$ cat src/include/mpf_bridge_config.svh
// Widths, depths and flow-control thresholds of the memory bridge
`ifndef MPF_BRIDGE_CONFIG_SVH
`define MPF_BRIDGE_CONFIG_SVH

// ----------------------------------------------------------------------
// Field widths
// ----------------------------------------------------------------------

// Cache-line address
`define MPF_ADDR_W 32

// Line data, shrunk from a full cache line
`define MPF_DATA_W 64

// Accelerator metadata carried with each request
`define MPF_MDATA_W 12

// Line count minus one, so one to four lines
`define MPF_CL_LEN_W 2

// ----------------------------------------------------------------------
// Depths and thresholds
// ----------------------------------------------------------------------

// Host reads in flight, one heap entry each
`define MPF_MAX_READS 16

// Capacity of the channel-0 write response queue
`define MPF_MAX_WRITES 32

// Items a sender may still push after almost-full rises
`define MPF_ALM_FULL_THRESH 4

// Read request queue, threshold plus two
`define MPF_RD_FIFO_DEPTH 6

`endif

$ cat src/hw/mpf_bridge_pkg.sv
// Package with field types and channel structs of the memory bridge
`include "mpf_bridge_config.svh"

package mpf_bridge_pkg;

    // ------------------------------------------------------------------
    // Basic fields
    // ------------------------------------------------------------------
    typedef logic [`MPF_ADDR_W-1:0]   addr_t;
    typedef logic [`MPF_DATA_W-1:0]   data_t;
    typedef logic [`MPF_MDATA_W-1:0]  mdata_t;
    typedef logic [`MPF_CL_LEN_W-1:0] cl_num_t;

    // Heap index, also used as host read metadata
    typedef logic [$clog2(`MPF_MAX_READS)-1:0] tag_t;

    // ------------------------------------------------------------------
    // Accelerator channels
    // ------------------------------------------------------------------
    typedef struct packed {
        addr_t   addr;
        mdata_t  mdata;
        cl_num_t cl_len;
    } rd_req_t;

    typedef struct packed {
        mdata_t  mdata;
        cl_num_t cl_num;
        data_t   data;
    } rd_rsp_t;

    typedef struct packed {
        addr_t  addr;
        mdata_t mdata;
        data_t  data;
    } wr_req_t;

    typedef struct packed {
        mdata_t mdata;
    } wr_rsp_t;

    // ------------------------------------------------------------------
    // Host channels, single line only
    // ------------------------------------------------------------------
    typedef struct packed {
        addr_t addr;
        tag_t  tag;
    } host_rd_req_t;

    typedef struct packed {
        tag_t  tag;
        data_t data;
    } host_rd_rsp_t;

    // What the heap keeps for each host read
    typedef struct packed {
        mdata_t  mdata;
        cl_num_t cl_num;
    } heap_entry_t;

endpackage

$ cat src/hw/mpf_bridge.sv
// Top level of the bridge from accelerator requests to a single-line host channel
`timescale 1ns/100ps

`include "mpf_bridge_config.svh"

module mpf_bridge
    import mpf_bridge_pkg::*;
(
    input  logic         clk,
    input  logic         reset,

    // ------------------------------------------------------------------
    // Accelerator side
    // ------------------------------------------------------------------
    input  rd_req_t      rd_req,
    input  logic         rd_req_valid,
    input  wr_req_t      wr_req,
    input  logic         wr_req_valid,
    output logic         rd_almost_full,
    output logic         wr_almost_full,
    output rd_rsp_t      rd_rsp,
    output logic         rd_rsp_valid,
    output wr_rsp_t      wr_rsp,
    output logic         wr_rsp_valid,

    // ------------------------------------------------------------------
    // Host side
    // ------------------------------------------------------------------
    output host_rd_req_t host_rd_req,
    output logic         host_rd_valid,
    output wr_req_t      host_wr_req,
    output logic         host_wr_valid,
    input  logic         host_rd_almost_full,
    input  logic         host_wr_almost_full,
    input  host_rd_rsp_t host_rd_rsp,
    input  logic         host_rd_rsp_valid,
    input  wr_rsp_t      host_c0_wr_rsp,
    input  logic         host_c0_wr_rsp_valid,
    input  wr_rsp_t      host_c1_wr_rsp,
    input  logic         host_c1_wr_rsp_valid
);

    rd_req_t     rd_first;
    logic        rd_not_empty;
    logic        rd_deq;
    logic        heap_not_full;
    tag_t        alloc_tag;
    logic        alloc_en;
    heap_entry_t alloc_entry;

    // Read path
    req_fifo
    #(
        .DEPTH     (`MPF_RD_FIFO_DEPTH),
        .THRESH    (`MPF_ALM_FULL_THRESH),
        .payload_t (rd_req_t)
    )
    i_rd_fifo
    (
        .clk         (clk),
        .reset       (reset),
        .enq_data    (rd_req),
        .enq_en      (rd_req_valid),
        .first       (rd_first),
        .not_empty   (rd_not_empty),
        .deq_en      (rd_deq),
        .almost_full (rd_almost_full)
    );

    read_splitter i_read_splitter
    (
        .clk              (clk),
        .reset            (reset),
        .req              (rd_first),
        .req_valid        (rd_not_empty),
        .deq              (rd_deq),
        .heap_not_full    (heap_not_full),
        .alloc_tag        (alloc_tag),
        .alloc_en         (alloc_en),
        .alloc_entry      (alloc_entry),
        .host_almost_full (host_rd_almost_full),
        .host_req         (host_rd_req),
        .host_valid       (host_rd_valid)
    );

    tag_heap i_tag_heap
    (
        .clk          (clk),
        .reset        (reset),
        .alloc_en     (alloc_en),
        .alloc_entry  (alloc_entry),
        .alloc_tag    (alloc_tag),
        .not_full     (heap_not_full),
        .rsp          (host_rd_rsp),
        .rsp_valid    (host_rd_rsp_valid),
        .rd_rsp       (rd_rsp),
        .rd_rsp_valid (rd_rsp_valid)
    );

    // Writes are already single line
    assign host_wr_req   = wr_req;
    assign host_wr_valid = wr_req_valid;

    write_credit_counter i_write_credit_counter
    (
        .clk              (clk),
        .reset            (reset),
        .issue            (host_wr_valid),
        .retire           (wr_rsp_valid),
        .host_almost_full (host_wr_almost_full),
        .almost_full      (wr_almost_full)
    );

    write_rsp_merger i_write_rsp_merger
    (
        .clk       (clk),
        .reset     (reset),
        .c0_rsp    (host_c0_wr_rsp),
        .c0_valid  (host_c0_wr_rsp_valid),
        .c1_rsp    (host_c1_wr_rsp),
        .c1_valid  (host_c1_wr_rsp_valid),
        .rsp       (wr_rsp),
        .rsp_valid (wr_rsp_valid)
    );

endmodule

$ cat src/hw/read_splitter.sv
// FSM that turns each multi-line read into single-line host reads
`timescale 1ns/100ps

module read_splitter
    import mpf_bridge_pkg::*;
(
    input  logic         clk,
    input  logic         reset,

    // Head of the read request queue
    input  rd_req_t      req,
    input  logic         req_valid,
    output logic         deq,

    // Heap allocation
    input  logic         heap_not_full,
    input  tag_t         alloc_tag,
    output logic         alloc_en,
    output heap_entry_t  alloc_entry,

    // Host read channel
    input  logic         host_almost_full,
    output host_rd_req_t host_req,
    output logic         host_valid
);

    typedef enum logic {
        IDLE,
        BURST
    } state_t;

    state_t  state;
    cl_num_t beat;
    cl_num_t cur_beat;
    logic    last_beat;

    // A new request always starts at line zero
    assign cur_beat  = (state == IDLE) ? '0 : beat;
    assign last_beat = (cur_beat == req.cl_len);

    // One beat per cycle while every resource is available
    assign host_valid = req_valid && heap_not_full && !host_almost_full;

    // The tag replaces the metadata on the host side
    assign host_req.addr = req.addr | addr_t'(cur_beat);
    assign host_req.tag  = alloc_tag;

    assign alloc_en           = host_valid;
    assign alloc_entry.mdata  = req.mdata;
    assign alloc_entry.cl_num = cur_beat;

    assign deq = host_valid && last_beat;

    always_ff @(posedge clk)
    begin
        if (reset)
        begin
            state <= IDLE;
            beat  <= '0;
        end
        else if (host_valid)
        begin
            if (last_beat)
            begin
                state <= IDLE;
            end
            else
            begin
                // More lines of the same request follow
                state <= BURST;
                beat  <= cur_beat + cl_num_t'(1);
            end
        end
    end

endmodule

$ cat src/hw/req_fifo.sv
// Register-array FIFO with a type parameter for its payload and almost-full
`timescale 1ns/100ps

module req_fifo
#(
    parameter int DEPTH = 8,
    parameter int THRESH = 2,
    parameter type payload_t = logic
)
(
    input  logic     clk,
    input  logic     reset,

    input  payload_t enq_data,
    input  logic     enq_en,

    output payload_t first,
    output logic     not_empty,
    input  logic     deq_en,

    output logic     almost_full
);

    localparam int PTR_W = (DEPTH > 1) ? $clog2(DEPTH) : 1;
    localparam int CNT_W = $clog2(DEPTH + 1);

    payload_t mem [DEPTH];

    logic [PTR_W-1:0] wr_ptr;
    logic [PTR_W-1:0] rd_ptr;
    logic [CNT_W-1:0] count;
    logic             do_deq;

    // Pointers wrap at DEPTH, which need not be a power of two
    function automatic logic [PTR_W-1:0] next_ptr(input logic [PTR_W-1:0] ptr);
        if (ptr == PTR_W'(DEPTH - 1))
            return '0;
        return ptr + PTR_W'(1);
    endfunction

    assign do_deq = deq_en && not_empty;

    always_ff @(posedge clk)
    begin
        if (enq_en)
        begin
            mem[wr_ptr] <= enq_data;
        end
    end

    always_ff @(posedge clk)
    begin
        if (reset)
        begin
            wr_ptr <= '0;
            rd_ptr <= '0;
            count  <= '0;
        end
        else
        begin
            if (enq_en)
                wr_ptr <= next_ptr(wr_ptr);
            if (do_deq)
                rd_ptr <= next_ptr(rd_ptr);

            // Fill level moves only when one side is active alone
            case ({enq_en, do_deq})
                2'b10:   count <= count + CNT_W'(1);
                2'b01:   count <= count - CNT_W'(1);
                default: count <= count;
            endcase
        end
    end

    assign first       = mem[rd_ptr];
    assign not_empty   = (count != '0);
    assign almost_full = (count >= CNT_W'(DEPTH - THRESH));

endmodule

$ cat src/hw/tag_heap.sv
// Tag free list and entry store that restore metadata of host read responses
`timescale 1ns/100ps

`include "mpf_bridge_config.svh"

module tag_heap
    import mpf_bridge_pkg::*;
(
    input  logic         clk,
    input  logic         reset,

    // Allocation by the splitter
    input  logic         alloc_en,
    input  heap_entry_t  alloc_entry,
    output tag_t         alloc_tag,
    output logic         not_full,

    // Host read response in, accelerator response out
    input  host_rd_rsp_t rsp,
    input  logic         rsp_valid,
    output rd_rsp_t      rd_rsp,
    output logic         rd_rsp_valid
);

    localparam int CNT_W = $clog2(`MPF_MAX_READS + 1);

    // ------------------------------------------------------------------
    // Free list, a stack of unused tags
    // ------------------------------------------------------------------
    tag_t             free_stack [`MPF_MAX_READS];
    logic [CNT_W-1:0] free_cnt;
    tag_t             top_idx;

    heap_entry_t entries [`MPF_MAX_READS];

    assign top_idx   = tag_t'(free_cnt - CNT_W'(1));
    assign alloc_tag = free_stack[top_idx];
    assign not_full  = (free_cnt >= CNT_W'(`MPF_ALM_FULL_THRESH + 1));

    always_ff @(posedge clk)
    begin
        if (reset)
        begin
            for (int i = 0; i < `MPF_MAX_READS; i++)
                free_stack[i] <= tag_t'(i);
            free_cnt <= CNT_W'(`MPF_MAX_READS);
        end
        else
        begin
            case ({alloc_en, rsp_valid})
                2'b11:
                begin
                    // Pop and push together, freed tag takes the top slot
                    free_stack[top_idx] <= rsp.tag;
                end
                2'b10:
                begin
                    free_cnt <= free_cnt - CNT_W'(1);
                end
                2'b01:
                begin
                    free_stack[tag_t'(free_cnt)] <= rsp.tag;
                    free_cnt <= free_cnt + CNT_W'(1);
                end
                default:
                begin
                    free_cnt <= free_cnt;
                end
            endcase
        end
    end

    // ------------------------------------------------------------------
    // Entry store and registered response
    // ------------------------------------------------------------------
    always_ff @(posedge clk)
    begin
        if (alloc_en)
        begin
            entries[alloc_tag] <= alloc_entry;
        end

        rd_rsp.mdata  <= entries[rsp.tag].mdata;
        rd_rsp.cl_num <= entries[rsp.tag].cl_num;
        rd_rsp.data   <= rsp.data;
    end

    always_ff @(posedge clk)
    begin
        if (reset)
            rd_rsp_valid <= 1'b0;
        else
            rd_rsp_valid <= rsp_valid;
    end

endmodule

$ cat src/hw/write_credit_counter.sv
// Counter of outstanding writes that drives write almost-full
`timescale 1ns/100ps

`include "mpf_bridge_config.svh"

module write_credit_counter
(
    input  logic clk,
    input  logic reset,

    input  logic issue,
    input  logic retire,

    input  logic host_almost_full,
    output logic almost_full
);

    localparam int CNT_W = $clog2(`MPF_MAX_WRITES + 1);

    logic [CNT_W-1:0] count;

    always_ff @(posedge clk)
    begin
        if (reset)
        begin
            count <= '0;
        end
        else if (issue && !retire)
        begin
            // New write, no response this cycle
            count <= count + CNT_W'(1);
        end
        else if (!issue && retire)
        begin
            count <= count - CNT_W'(1);
        end
    end

    // Stop early enough that the response queue never overflows
    assign almost_full = host_almost_full ||
                         (count >= CNT_W'(`MPF_MAX_WRITES - `MPF_ALM_FULL_THRESH));

endmodule

$ cat src/hw/write_rsp_merger.sv
// Queue for channel-0 write responses merged onto one write response channel
`timescale 1ns/100ps

`include "mpf_bridge_config.svh"

module write_rsp_merger
    import mpf_bridge_pkg::*;
(
    input  logic    clk,
    input  logic    reset,

    input  wr_rsp_t c0_rsp,
    input  logic    c0_valid,
    input  wr_rsp_t c1_rsp,
    input  logic    c1_valid,

    output wr_rsp_t rsp,
    output logic    rsp_valid
);

    wr_rsp_t q_first;
    logic    q_not_empty;
    logic    q_deq;

    // Sized for every write the credit counter lets through
    req_fifo
    #(
        .DEPTH     (`MPF_MAX_WRITES),
        .THRESH    (`MPF_ALM_FULL_THRESH),
        .payload_t (wr_rsp_t)
    )
    i_c0_queue
    (
        .clk         (clk),
        .reset       (reset),
        .enq_data    (c0_rsp),
        .enq_en      (c0_valid),
        .first       (q_first),
        .not_empty   (q_not_empty),
        .deq_en      (q_deq),
        .almost_full ()
    );

    // Channel 1 wins, queued channel-0 responses fill the gaps
    assign q_deq     = q_not_empty && !c1_valid;
    assign rsp       = c1_valid ? c1_rsp : q_first;
    assign rsp_valid = c1_valid || q_not_empty;

endmodule

$ cat config.mk
export PLATFORM = sky130hd
export DESIGN_NAME = mpf_bridge
export DESIGN_NICKNAME = d
export VERILOG_FILES = /design/src/hw/mpf_bridge_pkg.sv /design/src/hw/mpf_bridge.sv /design/src/hw/read_splitter.sv /design/src/hw/req_fifo.sv /design/src/hw/tag_heap.sv /design/src/hw/write_credit_counter.sv /design/src/hw/write_rsp_merger.sv
export VERILOG_INCLUDE_DIRS = /design/src /design/src/include
export SDC_FILE = /design/constraint.sdc
export NUM_CORES = 1
export LEC_CHECK = 0
export BUFFER_PORTS_ARGS = -buffer_cell sky130_fd_sc_hd__buf_4
export CAP_MARGIN = 20
export CORE_MARGIN = 2
export CORE_UTILIZATION = 40
export DETAILED_ROUTE_END_ITERATION = 8
export HOLD_SLACK_MARGIN = 0.08
export REMOVE_ABC_BUFFERS = 1
export SLEW_MARGIN = 20
export SYNTH_ARGS = -nofsm -noshare
export SYNTH_HDL_FRONTEND = slang
export SYNTH_SLANG_ARGS = --single-unit
$ cat constraint.sdc
create_clock -name clk -period 17.2 [get_ports clk]
set_clock_uncertainty 0.05 [all_clocks]
set_input_delay 2.58 -clock clk [delete_from_list [all_inputs] [get_ports clk]]
set_output_delay 2.58 -clock clk [all_outputs]
set_load 0.01 [all_outputs]
After elaboration in Yosys (flattened, before gate mapping). Memories as Yosys holds them, arrays and structs flattened. A register that Yosys moved wholly into a read port is not among the register bits. Cells that the tools add are included.

Register bits after elaboration: 104. RAM bits: 948. Input port bits: 255. Output and inout port bits: 240. Memories: 4.

$add $sub $neg: 13. Magnitude comparators: 3. Equality and inequality tests: 12. Mux-type cells: 52. Bitwise operators: 2. Reduce and logical (&&, ||, !) cells: 23.

Memories: i_write_rsp_merger.i_c0_queue.mem (depth 32, bits a word 12, read ports 1, clocked after memory_dff 1, wr ports 1, line req_fifo.sv:27) `payload_t mem [DEPTH];`; i_rd_fifo.mem (depth 6, bits a word 46, read ports 1, clocked after memory_dff 1, wr ports 1, line req_fifo.sv:27); i_tag_heap.entries (depth 16, bits a word 14, read ports 1, clocked after memory_dff 1, wr ports 1, line tag_heap.sv:34) `` heap_entry_t entries [`MPF_MAX_READS]; ``; i_tag_heap.free_stack (depth 16, bits a word 4, read ports 1, clocked after memory_dff 0, wr ports 16, line tag_heap.sv:30) `` tag_t free_stack [`MPF_MAX_READS]; ``.

Operators by type and width (number): 32-bit by 2-bit bitwise OR with 32-bit output (1); 5-bit 2-to-1 mux (6); 1-bit 2-to-1 mux (29); 3-bit 2-to-1 mux (6); 4-bit 2-to-1 mux (4); 5-bit by 1-bit adder with 5-bit output (second input constant) (3); 6-bit by 1-bit adder with 6-bit output (second input constant) (2); 12-bit 2-to-1 mux (1); 6-bit 2-to-1 mux (2); 6-bit one-hot mux with 2 select lines (1); 6-bit by 1-bit subtractor with 6-bit output (second input constant) (2); 5-bit equality test (second input constant) (2); 5-bit one-hot mux with 2 select lines (1); 3-bit by 1-bit adder with 3-bit output (second input constant) (3); 2-bit equality test (second input constant) (4); 1-bit logical AND (8); 2-bit nonzero test (4); 4-bit OR reduction (2); 2-bit by 1-bit equality test with 1-bit output (second input constant) (3); 3-bit equality test (second input constant) (2); 6-bit by 5-bit >= comparator with 1-bit output (second input constant) (1); 3-bit one-hot mux with 2 select lines (1); 6-bit nonzero test (1); 5-bit by 3-bit >= comparator with 1-bit output (second input constant) (1); other kinds (11) (15).

Depth between registers and ports, before layout. Gate-level depths: netlist (run 1).

Word-level depth: 10. Mapped depth: 12. Mapped depth without buffers: 11.

By module. From an unflattened synthesis (run 1), not the netlist that was laid out.

Cell total of the unflattened synthesis: 2444. Area, all modules: 43219.0 um^2.

By module, submodules not included: req_fifo at i_write_rsp_merger.i_c0_queue (times used 1, cells an instance 862, area each 15991.6 um^2); tag_heap (times used 1, cells an instance 721, area each 13864.5 um^2); req_fifo at i_rd_fifo (times used 1, cells an instance 598, area each 11272.1 um^2); mpf_bridge (times used 1, cells an instance 109, area each 818.3 um^2); read_splitter (times used 1, cells an instance 87, area each 646.9 um^2); write_credit_counter (times used 1, cells an instance 52, area each 464.2 um^2); write_rsp_merger (times used 1, cells an instance 15, area each 161.4 um^2).

Worst setup path before layout (run 1). OpenSTA, ideal clock, no wires.

Path kind: in2reg. From: input rd_req_valid. To: memory i_rd_fifo.mem[2][0] (netlist name), enable pin. Library setup time: 0.580 ns. Arrival: 7.451 ns. Required time: 16.570 ns. Slack: 9.119 ns. Stages on the path: 2. Cell sequence: inv_1 -> nor4b_1.

Cells in the longest elaborated chain, start to end: 2.

RTL lines: start, declared (line mpf_bridge.sv:16) `input logic rd_req_valid,`; 1-bit 2-to-1 mux (line req_fifo.sv:45) `if (enq_en)`; 1-bit 2-to-1 mux (not written as such) (line req_fifo.sv:47) `mem[wr_ptr] <= enq_data;`; end, declared (line req_fifo.sv:27).

No other way between the ends.

==> results of run 1 <==
## power by group through the flow
stage               Clock [mW]  Sequential [mW]  Combinational (mW)
finish                    2.39             3.02               0.945
global route              2.54             3.03                1.01
CTS                       2.45             3.02               0.946
detailed placement           0             3.08               0.943
global placement             0             3.07               0.916
floorplan                    0             3.10               0.579
## registers in the layout (all words and copies together) (netlist names), named ones only
register	cells
i_write_rsp_merger.i_c0_queue.rd_ptr	5
i_write_rsp_merger.i_c0_queue.count	6
i_tag_heap.rd_rsp	78
i_read_splitter.beat	2
i_write_credit_counter.count	6
i_tag_heap.rd_rsp_valid	1
i_rd_fifo.rd_ptr	3
i_rd_fifo.mem	276
i_write_rsp_merger.i_c0_queue.mem	384
i_tag_heap.free_cnt	5
i_tag_heap.entries	224
i_tag_heap.free_stack	64
i_rd_fifo.wr_ptr	3
i_read_splitter.state	1
i_write_rsp_merger.i_c0_queue.wr_ptr	5
i_rd_fifo.count	3
## placed cells by master, fill, tap and decap left out, types with 5 or more instances in the layout
cell type / synthesis / routed
sky130_fd_sc_hd__a21oi_2: 2 / 13
sky130_fd_sc_hd__bufinv_16: 0 / 11
sky130_fd_sc_hd__o21ai_0: 17 / 17
sky130_fd_sc_hd__nand4_1: 6 / 6
sky130_fd_sc_hd__or2_2: 18 / 18
sky130_fd_sc_hd__mux4_2: 223 / 223
sky130_fd_sc_hd__xor2_1: 8 / 8
sky130_fd_sc_hd__mux2i_1: 63 / 63
sky130_fd_sc_hd__nor2_2: 1 / 9
sky130_fd_sc_hd__nor3_1: 49 / 30
sky130_fd_sc_hd__edfxtp_1: 948 / 948
sky130_fd_sc_hd__a22o_1: 24 / 24
sky130_fd_sc_hd__inv_1: 23 / 23
sky130_fd_sc_hd__nor3_4: 1 / 15
sky130_fd_sc_hd__buf_4: 112 / 328
sky130_fd_sc_hd__a221oi_1: 24 / 24
sky130_fd_sc_hd__clkbuf_16: 0 / 114
sky130_fd_sc_hd__a21oi_1: 71 / 60
sky130_fd_sc_hd__o221ai_1: 12 / 12
sky130_fd_sc_hd__and2_1: 33 / 33
sky130_fd_sc_hd__dfxtp_1: 126 / 121
sky130_fd_sc_hd__nor3_2: 1 / 6
sky130_fd_sc_hd__nor2_1: 109 / 101
sky130_fd_sc_hd__nor2b_1: 9 / 9
sky130_fd_sc_hd__clkinv_2: 0 / 25
sky130_fd_sc_hd__clkbuf_1: 58 / 18
sky130_fd_sc_hd__nor4_1: 7 / 6
sky130_fd_sc_hd__xnor2_1: 14 / 14
sky130_fd_sc_hd__nand2_1: 38 / 38
sky130_fd_sc_hd__nand2b_1: 38 / 38
sky130_fd_sc_hd__ha_1: 22 / 22
sky130_fd_sc_hd__clkbuf_8: 3 / 6
sky130_fd_sc_hd__dfxtp_4: 0 / 5
sky130_fd_sc_hd__nand3_1: 5 / 5
sky130_fd_sc_hd__clkinv_1: 0 / 23
## worst paths after layout
check	startpoint	endpoint	slack [ps]
worst max-delay path	register	wr_rsp[7]	9490
worst min-delay path	i_write_rsp_merger.i_c0_queue.count[3]	i_write_rsp_merger.i_c0_queue.count[3]	450
worst max register to register	i_tag_heap.free_cnt[0]	i_tag_heap.entries[0][13]	12920
worst min register to register	i_write_rsp_merger.i_c0_queue.count[3]	i_write_rsp_merger.i_c0_queue.count[3]	450
## per-layer routing
metal | global-route usage (%) | vias to the layer above | wire [um]
met4 | 5.36 | 26 | 2630
met1 | 27.2 | 11430 | 46200
met2 | 31.2 | 1060 | 51600
met3 | 13.6 | 189 | 16400
met5 | 7.72 | - | 1180
li1 | - | 9059 | -
## critical path, delay by kind of cell (launching register included)
family                 cells  cell delay, ps
AO/OA/AOI/OAI              3            1370
buffers and inverters      3            1450
flip-flops                 1             860
multiplexers               1             590
## logic make-up after synthesis
logic type / after synthesis / share of synthesized area, %
fa+ha+maj: 25 / 0.800
flops: 1074 / 74.0
buf+inv: 240 / 3.47
mux: 297 / 14.0
simple gates: 346 / 4.37
compound gates: 172 / 2.80
xor+xnor: 25 / 0.630
## final cells by class
type,instances,area (um^2)
Antenna cell,4,10.0
Clock buffer,138,3000
Clock inverter,70,674
Fill cell,8633,54900
Inverter,25,98.8
Multi-Input combinational cell,865,9730
Sequential cell,1074,31000
Tap cell,1380,1730
Timing Repair Buffer,332,2530
## metrics by stage
| stage | power, mW | instances | worst slack, ps | util, % |
|---|---|---|---|---|
| 2_1_floorplan | 3.68 | 1964 | 9120 | - |
| 3_3_place_gp | 3.99 | 3672 | 10060 | 43.4 |
| 3_5_place_dp | 4.02 | 3672 | 10040 | 43.4 |
| 4_1_cts | 6.41 | 3880 | 9270 | 46.9 |
| 5_1_grt | 6.59 | 3887 | 9090 | 47.1 |
| 6_report | 6.36 | 3888 | 9490 | 47.1 |
==> run metrics, run 1 <==
max-capacitance violation count 0; cell internal pwr 4.76 mW; net switching component of the power 1.60 mW; clock buffer count from CTS 110; Pre-antenna DRT Iters 6; total cell area at the placement stage 45000 um^2; count of mapped cells out of synthesis 2179; critical setup path kind register to output port; proportion of layout cells with a drive suffix above 1 32.6%; I/O pin count 495; top fanout value on the critical path 38; Setup TNS Final 0 ps; # nets final 2688; cell with the most instances after synthesis sky130_fd_sc_hd__edfxtp_1; initial standard-cell utilization of the core 40.4%; vias post-DR 21764; die height 328 um; Detail Route Antenna Nets 0; post-route design area 48800 um^2; Hold-fix buffers, CTS 0; reported leakage power 16.0 nW; routed wire length per instance 30.4 um; clock-pin slew reported for the worst setup and hold paths after clock tree synthesis 60 ps; switching share of power 25.2%; maximum buffer depth of the clock tree 3; floorplan row count 118; worst rel slew slack 24.8%; critical-path cell with the highest stage delay sky130_fd_sc_hd__dfxtp_4; run status finished clean; Tot GR Track Use 21.8%; portion of total power attributed to the clock network 37.6%; arrival time at the worst endpoint 5080 ps; port buffer count 278; FFs w/ async S/R, synth 0%; post-route clock period utilization 44.8%; Cell Area, Synth 41900 um^2; insertion delay to the later sink of the worst-skew pair 690 ps; global-route wire length before repair 164000 um; synth unique cells 74; routed wire length 118000 um; via count of the first global-routing pass 21405; relative contribution of combinational cells to total power 14.9%; CTS tree yes; setup bufs post-CTS 0; peak per-stage delay on the critical path 860 ps; Worst path most repeated cell sky130_fd_sc_hd__buf_4; H-tree levels 3; part of the total power dissipated in sequential elements 47.5%; Final Hold Fails 0; Worst setup EP type output port; number of DRC markers after the initial detailed-route iteration 2253; core area 104000 um^2; grt total ovfl 0; number of enable-type register cells in the synthesized netlist 948; area share of the largest cell type after synthesis 68.0%; yosys synthesis warning count 0; # resized after CTS 0; Final setup violation count 0; area of the die 107000 um^2; Min-Delay Path Class register to register; chip width 328 um; Required @ worst endpoint 14570 ps; largest voltage drop on the vdd net 0.0839 mV; dpl hpwl 76600 um; area grow syn2layout 16.4%; final weighted congestion in routability-driven placement 0.790; largest cells by area after synthesis sky130_fd_sc_hd__edfxtp_1 68%, sky130_fd_sc_hd__mux4_2 12%, sky130_fd_sc_hd__dfxtp_1 6.0%, sky130_fd_sc_hd__buf_4 2.0%, sky130_fd_sc_hd__mux2i_1 1.5%; antenna violations before repair 9; ratio of total power to cell area 130 nW/um^2; register bit total from synthesis 1074; dominant register cell in the synthesized netlist sky130_fd_sc_hd__edfxtp_1; kind of start point of the critical path register; setup repair after global routing missed its margin false; post-synthesis area per instance 19.2 um^2; via-per-instance ratio 5.60; Remaining DRCs 0; tightest hold margin 453 ps; most frequent cells after synthesis 948 x sky130_fd_sc_hd__edfxtp_1, 223 x sky130_fd_sc_hd__mux4_2, 126 x sky130_fd_sc_hd__dfxtp_1; post-synthesis sequential area ratio 74.0%; worst hold path stage count 2; total clock sinks 1074; maximum number of pins on one net before global-route repair 73; list of cells traversed by the critical path buf_4, buf_4, mux4_2, a22o_1, a221oi_1, o221ai_1, buf_4; transition time at the pin with the least slew margin 1130 ps; highest attainable clock frequency 130 MHz; length in cells of the worst reg-to-reg path 8; final-report max-slew violation count 0; clock period minus worst slack 7710 ps; clock root buffer sky130_fd_sc_hd__clkbuf_16; cell type with the largest total area after synthesis sky130_fd_sc_hd__edfxtp_1
(Power assumes the default switching activity.)
==> run 2, diff against run 1 <==
==> constraint.sdc (replaced) <==
create_clock -name clk -period 7.2 [get_ports clk]
set_clock_uncertainty 0.05 [all_clocks]
set_input_delay 1.08 -clock clk [delete_from_list [all_inputs] [get_ports clk]]
set_output_delay 1.08 -clock clk [all_outputs]
set_load 0.01 [all_outputs]
==> run metrics, run 2 (synthesized netlist as in run 1, its figures left out) <==
area grow syn2layout 16.3% (about the same); tightest hold margin 421 ps (-31.9 ps); most used cells in the layout excluding fill and tap cells 948 x sky130_fd_sc_hd__edfxtp_1, 335 x sky130_fd_sc_hd__buf_4, 223 x sky130_fd_sc_hd__mux4_2; critical setup path kind register to output port; die height 328 um (unchanged); largest voltage drop on the vdd net 0.218 mV (+160%); flop2flop setup slack 2990 ps (-9930 ps); # resized after CTS 0 (unchanged); Detail Route Antenna Nets 0 (unchanged); maximum number of pins on one net before global-route repair 57 (-22%); capturing element of the worst setup path wr_rsp[1]; grt total ovfl 0 (unchanged); via-per-instance ratio 5.57 (-0.55%); Required @ worst endpoint 6070 ps (-8500 ps); routed wire length 118000 um (+0.29%); highest attainable clock frequency 194 MHz; kind of start point of the critical path register; chip width 328 um (unchanged); arrival time at the worst endpoint 4030 ps (-1050 ps); number of flip-flops in the largest register 384 (unchanged); top fanout value on the critical path 50 (+32%); routed wire length per instance 30.4 um (+0.22%); # nets final 2692 (+0.15%); floorplan row count 118 (unchanged); Min-Delay Path Class input pin to register; largest registers in the final layout i_write_rsp_merger.i_c0_queue.mem (384), i_rd_fifo.mem (276), i_tag_heap.entries (224); transition time at the pin with the least slew margin 1060 ps (-62.0 ps); start point of the worst hold path host_rd_rsp[27]; run status finished clean; vias post-DR 21661 (-0.47%); clock period minus worst slack 5160 ps; Worst setup EP type output port; initial standard-cell utilization of the core 40.4% (unchanged); insertion delay to the later sink of the worst-skew pair 700 ps (about the same); Final Hold Fails 0 (unchanged); proportion of layout cells with a drive suffix above 1 32.4% (-0.21 points); Top reg by flops i_write_rsp_merger.i_c0_queue.mem; worst rel slew slack 28.9% (+4.1 points); core area 104000 um^2 (unchanged); ratio of total power to cell area 312 nW/um^2 (+140%); global-route wire length before repair 166000 um (+1.1%); setup bufs post-CTS 0 (unchanged); reported leakage power 16.0 nW (-0.20%); area of the die 107000 um^2 (unchanged); post-route setup slack 2040 ps (-7460 ps); port buffer count 278 (unchanged); Tot GR Track Use 22.0% (+0.19 points); Pre-antenna DRT Iters 7 (+1); RR Startpoint i_tag_heap.free_cnt[0]; number of DRC markers after the initial detailed-route iteration 1903 (-16%); H-tree levels 3 (unchanged); Hold-fix buffers, CTS 0 (unchanged); CTS tree yes; clock-pin slew reported for the worst setup and hold paths after clock tree synthesis 60 ps (about the same); Final setup violation count 0 (unchanged); setup repair after global routing missed its margin false; final-report max-slew violation count 0 (unchanged); Remaining DRCs 0 (unchanged); clock root buffer sky130_fd_sc_hd__clkbuf_16; clock buffer count from CTS 110 (unchanged); total clock sinks 1074 (unchanged); maximum buffer depth of the clock tree 3 (unchanged); final weighted congestion in routability-driven placement 0.793 (+0.35%); leading cell type in the layout, fill and taps excluded sky130_fd_sc_hd__edfxtp_1; post-placement setup slack 2750 ps (-7290 ps); post-route clock period utilization 71.7%; capture point of the worst reg-to-reg path i_tag_heap.entries[12][7]; via count of the first global-routing pass 21716 (+1.5%); dpl hpwl 75700 um (-1.2%); length in cells of the worst reg-to-reg path 8 (unchanged); I/O pin count 495 (unchanged); antenna violations before repair 7 (-2); Setup TNS Final 0 ps (unchanged); max-capacitance violation count 0 (unchanged)
-- run 2: worst min-delay path by stage --
stage	endpoint	slack [ps]	cells after the start
after CTS	i_tag_heap.rd_rsp[19]	380	1
after floorplan	i_write_rsp_merger.i_c0_queue.count[3]	400	2
after global placement	i_write_rsp_merger.i_c0_queue.count[4]	420	2
final	i_tag_heap.rd_rsp[27]	420	1
after detailed placement	i_tag_heap.free_cnt[4]	440	2
after global routing	i_tag_heap.rd_rsp[10]	400	1
-- run 2: cell type report --
| class | count | area [um^2] |
|---|---|---|
| Antenna cell | 3 | 7.51 |
| Clock buffer | 147 | 2990 |
| Clock inverter | 61 | 691 |
| Fill cell | 8639 | 54900 |
| Inverter | 25 | 98.8 |
| Multi-Input combinational cell | 865 | 9680 |
| Sequential cell | 1074 | 31000 |
| Tap cell | 1380 | 1730 |
| Timing Repair Buffer | 336 | 2530 |
-- run 2: stage by stage --
step           power, mW  std cells  cell area [um^2]  util, %
5_1_grt             15.8       3889             48700     47.0
3_3_place_gp        9.51       3680             45000     43.4
3_5_place_dp        9.58       3680             45000     43.4
6_report            15.2       3891             48700     47.0
2_1_floorplan       8.78       1964             40500        -
4_1_cts             15.3       3888             48700     47.0
-- run 2: worst max-delay path: stages, from the launching register on --
cell                       delay, ps
sky130_fd_sc_hd__dfxtp_4        1010
sky130_fd_sc_hd__buf_12          460
sky130_fd_sc_hd__mux4_2          570
sky130_fd_sc_hd__a22o_1          250
sky130_fd_sc_hd__a221oi_1        540
sky130_fd_sc_hd__o221ai_1        240
sky130_fd_sc_hd__buf_4           190
-- run 2: power by group --
group	internal [mW]	total (mW)	switching (mW)
logic	0.967	2.22	1.25
registers	7.05	7.22	0.175
clock network	3.34	5.75	2.42
total	11.4	15.2	3.84
-- run 2: routing by layer --
metal | GRT usage, % | part of all wire, % | vias to the layer above
li1 | - | - | 9050
met1 | 26.2 | 37 | 11328
met4 | 5.47 | 2.0 | 24
met2 | 32.7 | 45 | 1072
met5 | 9.85 | 1.5 | -
met3 | 13.6 | 14 | 187
==> run 3, diff against run 2 <==
--- a/config.mk
+++ b/config.mk
@@ -6,6 +6,7 @@
 export SDC_FILE = /design/constraint.sdc
 export NUM_CORES = 1
 export LEC_CHECK = 0
+export ABC_AREA = 1
 export BUFFER_PORTS_ARGS = -buffer_cell sky130_fd_sc_hd__buf_4
 export CAP_MARGIN = 20
 export CORE_MARGIN = 2
==> constraint.sdc (replaced) <==
create_clock -name clk -period 5 [get_ports clk]
set_clock_uncertainty 0.05 [all_clocks]
set_input_delay 0.75 -clock clk [delete_from_list [all_inputs] [get_ports clk]]
set_output_delay 0.75 -clock clk [all_outputs]
set_load 0.01 [all_outputs]
==> run metrics, run 3 <==
tightest hold margin 214 ps (-206 ps); post-placement setup slack 1400 ps (-1350 ps); post-route clock period utilization 83.1%; routed wire length 118000 um (-0.44%); largest cells by area after synthesis sky130_fd_sc_hd__edfxtp_1 67%, sky130_fd_sc_hd__nand2_1 6.3%, sky130_fd_sc_hd__dfxtp_1 5.9%, sky130_fd_sc_hd__nand3_1 3.8%, sky130_fd_sc_hd__nor2_1 3.0%; CTS tree yes; I/O pin count 495 (unchanged); Worst setup EP type output port; synth unique cells 41 (-45%); area grow syn2layout 17.2%; via-per-instance ratio 5.33 (-4.3%); Detail Route Antenna Nets 0 (unchanged); Worst setup startpoint i_tag_heap.free_cnt[0]; leading cell type in the layout, fill and taps excluded sky130_fd_sc_hd__edfxtp_1; largest registers in the final layout i_write_rsp_merger.i_c0_queue.mem (384), i_rd_fifo.mem (276), i_tag_heap.entries (224); Pre-antenna DRT Iters 9 (+2); Final Hold Fails 0 (unchanged); most frequent cells after synthesis 948 x sky130_fd_sc_hd__edfxtp_1, 721 x sky130_fd_sc_hd__nand2_1, 345 x sky130_fd_sc_hd__nor2_1; initial standard-cell utilization of the core 40.5% (+0.043 points); arrival time at the worst endpoint 3350 ps (-680 ps); Required @ worst endpoint 4200 ps (-1870 ps); run status finished clean; core area 106000 um^2 (+1.9%); post-route setup slack 847 ps (-1190 ps); top fanout value on the critical path 36 (-28%); most used cells in the layout excluding fill and tap cells 948 x sky130_fd_sc_hd__edfxtp_1, 721 x sky130_fd_sc_hd__nand2_1, 365 x sky130_fd_sc_hd__buf_4; grt total ovfl 0 (unchanged); maximum number of pins on one net before global-route repair 175 (+210%); antenna violations before repair 4 (-3); part of the total power dissipated in sequential elements 45.9% (-1.6 points); met3 GRT Util 9.03% (-4.5 points); cell with the most instances after synthesis sky130_fd_sc_hd__edfxtp_1; clock root buffer sky130_fd_sc_hd__clkbuf_16; final-report max-slew violation count 0 (unchanged); # nets final 4025 (+50%); routing usage on met2 31.1% (-1.6 points); highest attainable clock frequency 241 MHz; flop2flop setup slack 1320 ps (-1670 ps); Final Non-Filler Cells 5236 (+35%); number of enable-type register cells in the synthesized netlist 948 (unchanged); number of DRC markers after the initial detailed-route iteration 2802 (+47%); via count of the first global-routing pass 25979 (+20%); clock-pin slew reported for the worst setup and hold paths after clock tree synthesis 70 ps (about the same); ratio of total power to cell area 449 nW/um^2 (+44%); Tot GR Track Use 21.1% (-0.90 points); die height 331 um (+0.96%); total power 22.5 mW (+48%); Cell Area, Synth 42700 um^2 (+2.0%); final weighted congestion in routability-driven placement 0.843 (+6.4%); area of the die 109000 um^2 (+1.9%); H-tree levels 3 (unchanged); floorplan row count 119 (+0.85%); transition time at the pin with the least slew margin 997 ps (-65.6 ps); number of flip-flops in the largest register 384 (unchanged); kind of start point of the critical path register; worst rel slew slack 33.4% (+4.5 points); count of mapped cells out of synthesis 3511 (+61%); global-route wire length before repair 171000 um (+2.9%); relative contribution of combinational cells to total power 17.0% (+2.4 points); dpl hpwl 69900 um (-7.7%); largest voltage drop on the vdd net 0.324 mV (+49%); port buffer count 278 (unchanged); Remaining DRCs 0 (unchanged); capture point of the worst reg-to-reg path i_tag_heap.entries[6][1]; post-synthesis sequential area ratio 72.6% (-1.4 points); GR Layer Usage met1 27.6% (+1.5 points); length in cells of the worst reg-to-reg path 9 (+1); maximum buffer depth of the clock tree 3 (unchanged); vias post-DR 27884 (+29%); reported leakage power 18.0 nW (+12%); portion of total power attributed to the clock network 37.2% (-0.7 points); Top reg by flops i_write_rsp_merger.i_c0_queue.mem; cell type with the largest total area after synthesis sky130_fd_sc_hd__edfxtp_1; max-capacitance violation count 0 (unchanged); yosys synthesis warning count 0 (unchanged); total clock sinks 1074 (unchanged); area share of the largest cell type after synthesis 66.6% (-1.3 points); number of placed cells counting well taps 4959 (+35%); area of the multi-input gates 9700 um^2 (+0.19%); global-route layer with the greatest usage met2; dominant register cell in the synthesized netlist sky130_fd_sc_hd__edfxtp_1; Sequential Area 31000 um^2 (unchanged); clock buffer count from CTS 111 (+0.91%); capturing element of the worst setup path host_rd_req[1]; Min-Delay Path Class input pin to register; switching share of power 27.7% (+2.4 points); RR Startpoint i_tag_heap.free_cnt[0]; FFs w/ async S/R, synth 0% (unchanged); register bit total from synthesis 1074 (unchanged); Filler cells 9235 (+6.9%); insertion delay to the later sink of the worst-skew pair 690 ps (about the same); routed wire length per instance 22.5 um (-26%); Final setup violation count 0 (unchanged); net switching component of the power 6.22 mW (+62%); post-synthesis area per instance 12.2 um^2 (-37%); # resized after CTS 0 (unchanged); critical setup path kind register to output port; cell internal pwr 16.2 mW (+43%); proportion of layout cells with a drive suffix above 1 15.3% (-17 points); setup repair after global routing missed its margin false; clock period minus worst slack 4150 ps; chip width 331 um (+0.96%)
## run 3: changes by cell type after synthesis, moves of 71 or more
cell	previous run	this run
sky130_fd_sc_hd__nand2_1	38	721
sky130_fd_sc_hd__nand3_1	5	324
sky130_fd_sc_hd__o21ai_0	17	258
sky130_fd_sc_hd__nor2_1	109	345
sky130_fd_sc_hd__mux4_2	223	0
sky130_fd_sc_hd__clkbuf_1	58	139
sky130_fd_sc_hd__inv_1	23	94
## run 3: worst min-delay path by stage
| stage | cells after the start | endpoint | start | slack [ps] |
|---|---|---|---|---|
| 2_1_floorplan | 2 | i_read_splitter.beat[0] | i_read_splitter.beat[0] | 380 |
| 4_1_cts | 1 | i_rd_fifo.mem[2][9] | rd_req[9] | 160 |
| 6_report | 1 | i_rd_fifo.mem[1][34] | rd_req[34] | 210 |
| 3_3_place_gp | 2 | i_read_splitter.beat[0] | i_read_splitter.beat[0] | 400 |
| 3_5_place_dp | 1 | i_tag_heap.free_cnt[4] | i_tag_heap.free_cnt[4] | 420 |
| 5_1_grt | 1 | i_rd_fifo.mem[3][9] | rd_req[9] | 180 |
## run 3: kinds of logic (layout without fill, tap and decap cells)
group / after synthesis / after routing / share of synthesized area (%)
AND/OR/NAND/NOR: 1419 / 1419 / 13.6
flip-flops: 1074 / 1074 / 72.6
AO/OA/AOI/OAI: 554 / 554 / 7.84
buffers and inverters: 423 / 754 / 4.84
adder cells (fa/ha/maj): 25 / 25 / 0.785
XOR/XNOR: 16 / 16 / 0.372
other: 0 / 3 / 0
## run 3: stage by stage
stage | setup TNS (ps) | area, um^2 | utilization, %
after floorplan | -286150 | 41100 | -
after global placement | 0 | 45600 | 43.2
after detailed placement | 0 | 45700 | 43.3
after CTS | 0 | 50000 | 47.4
after global routing | 0 | 50100 | 47.4
final | 0 | 50100 | 47.4
## run 3: timing repair
action                    4_1_cts  5_1_grt
buffers inserted                0        0
hold buffers                   64        0
hold endpoints to repair       64        0
## run 3: area by class of cell
| cell class | count | area share, % |
|---|---|---|
| multi-input cells | 2014 | 19.4 |
| repair buffers | 432 | 6.87 |
| well taps | 1391 | 3.48 |
| clock buffers | 159 | 6.28 |
| clock inverters | 51 | 1.18 |
| flip-flops and latches | 1074 | 61.9 |
| diodes | 3 | 0.0150 |
| inverters | 112 | 0.857 |
## run 3: power groups by stage
stage | Sequential, mW | Combinational [mW] | Clock (mW)
detailed placement | 10.5 | 3.76 | 0
finish | 10.3 | 3.81 | 8.35
floorplan | 10.6 | 2.18 | 0
global placement | 10.5 | 3.73 | 0
global route | 10.3 | 4.22 | 8.87
CTS | 10.3 | 3.81 | 8.52
## run 3: critical path, cell delays in order (launching register included)
cell	delay, ps
sky130_fd_sc_hd__dfxtp_1	480
sky130_fd_sc_hd__inv_4	200
sky130_fd_sc_hd__ha_1	970
sky130_fd_sc_hd__o21ai_0	240
sky130_fd_sc_hd__o211ai_1	250
sky130_fd_sc_hd__nand3_1	100
sky130_fd_sc_hd__nand2_1	250
sky130_fd_sc_hd__buf_4	190
## run 3: per-layer routing
layer,vias to the layer above,routed length [um],part of all wire (%)
met5,-,1070,0.91
met3,203,13300,11
met2,1171,52100,44
met1,13580,48400,41
met4,22,3000,2.5
li1,12908,-,-
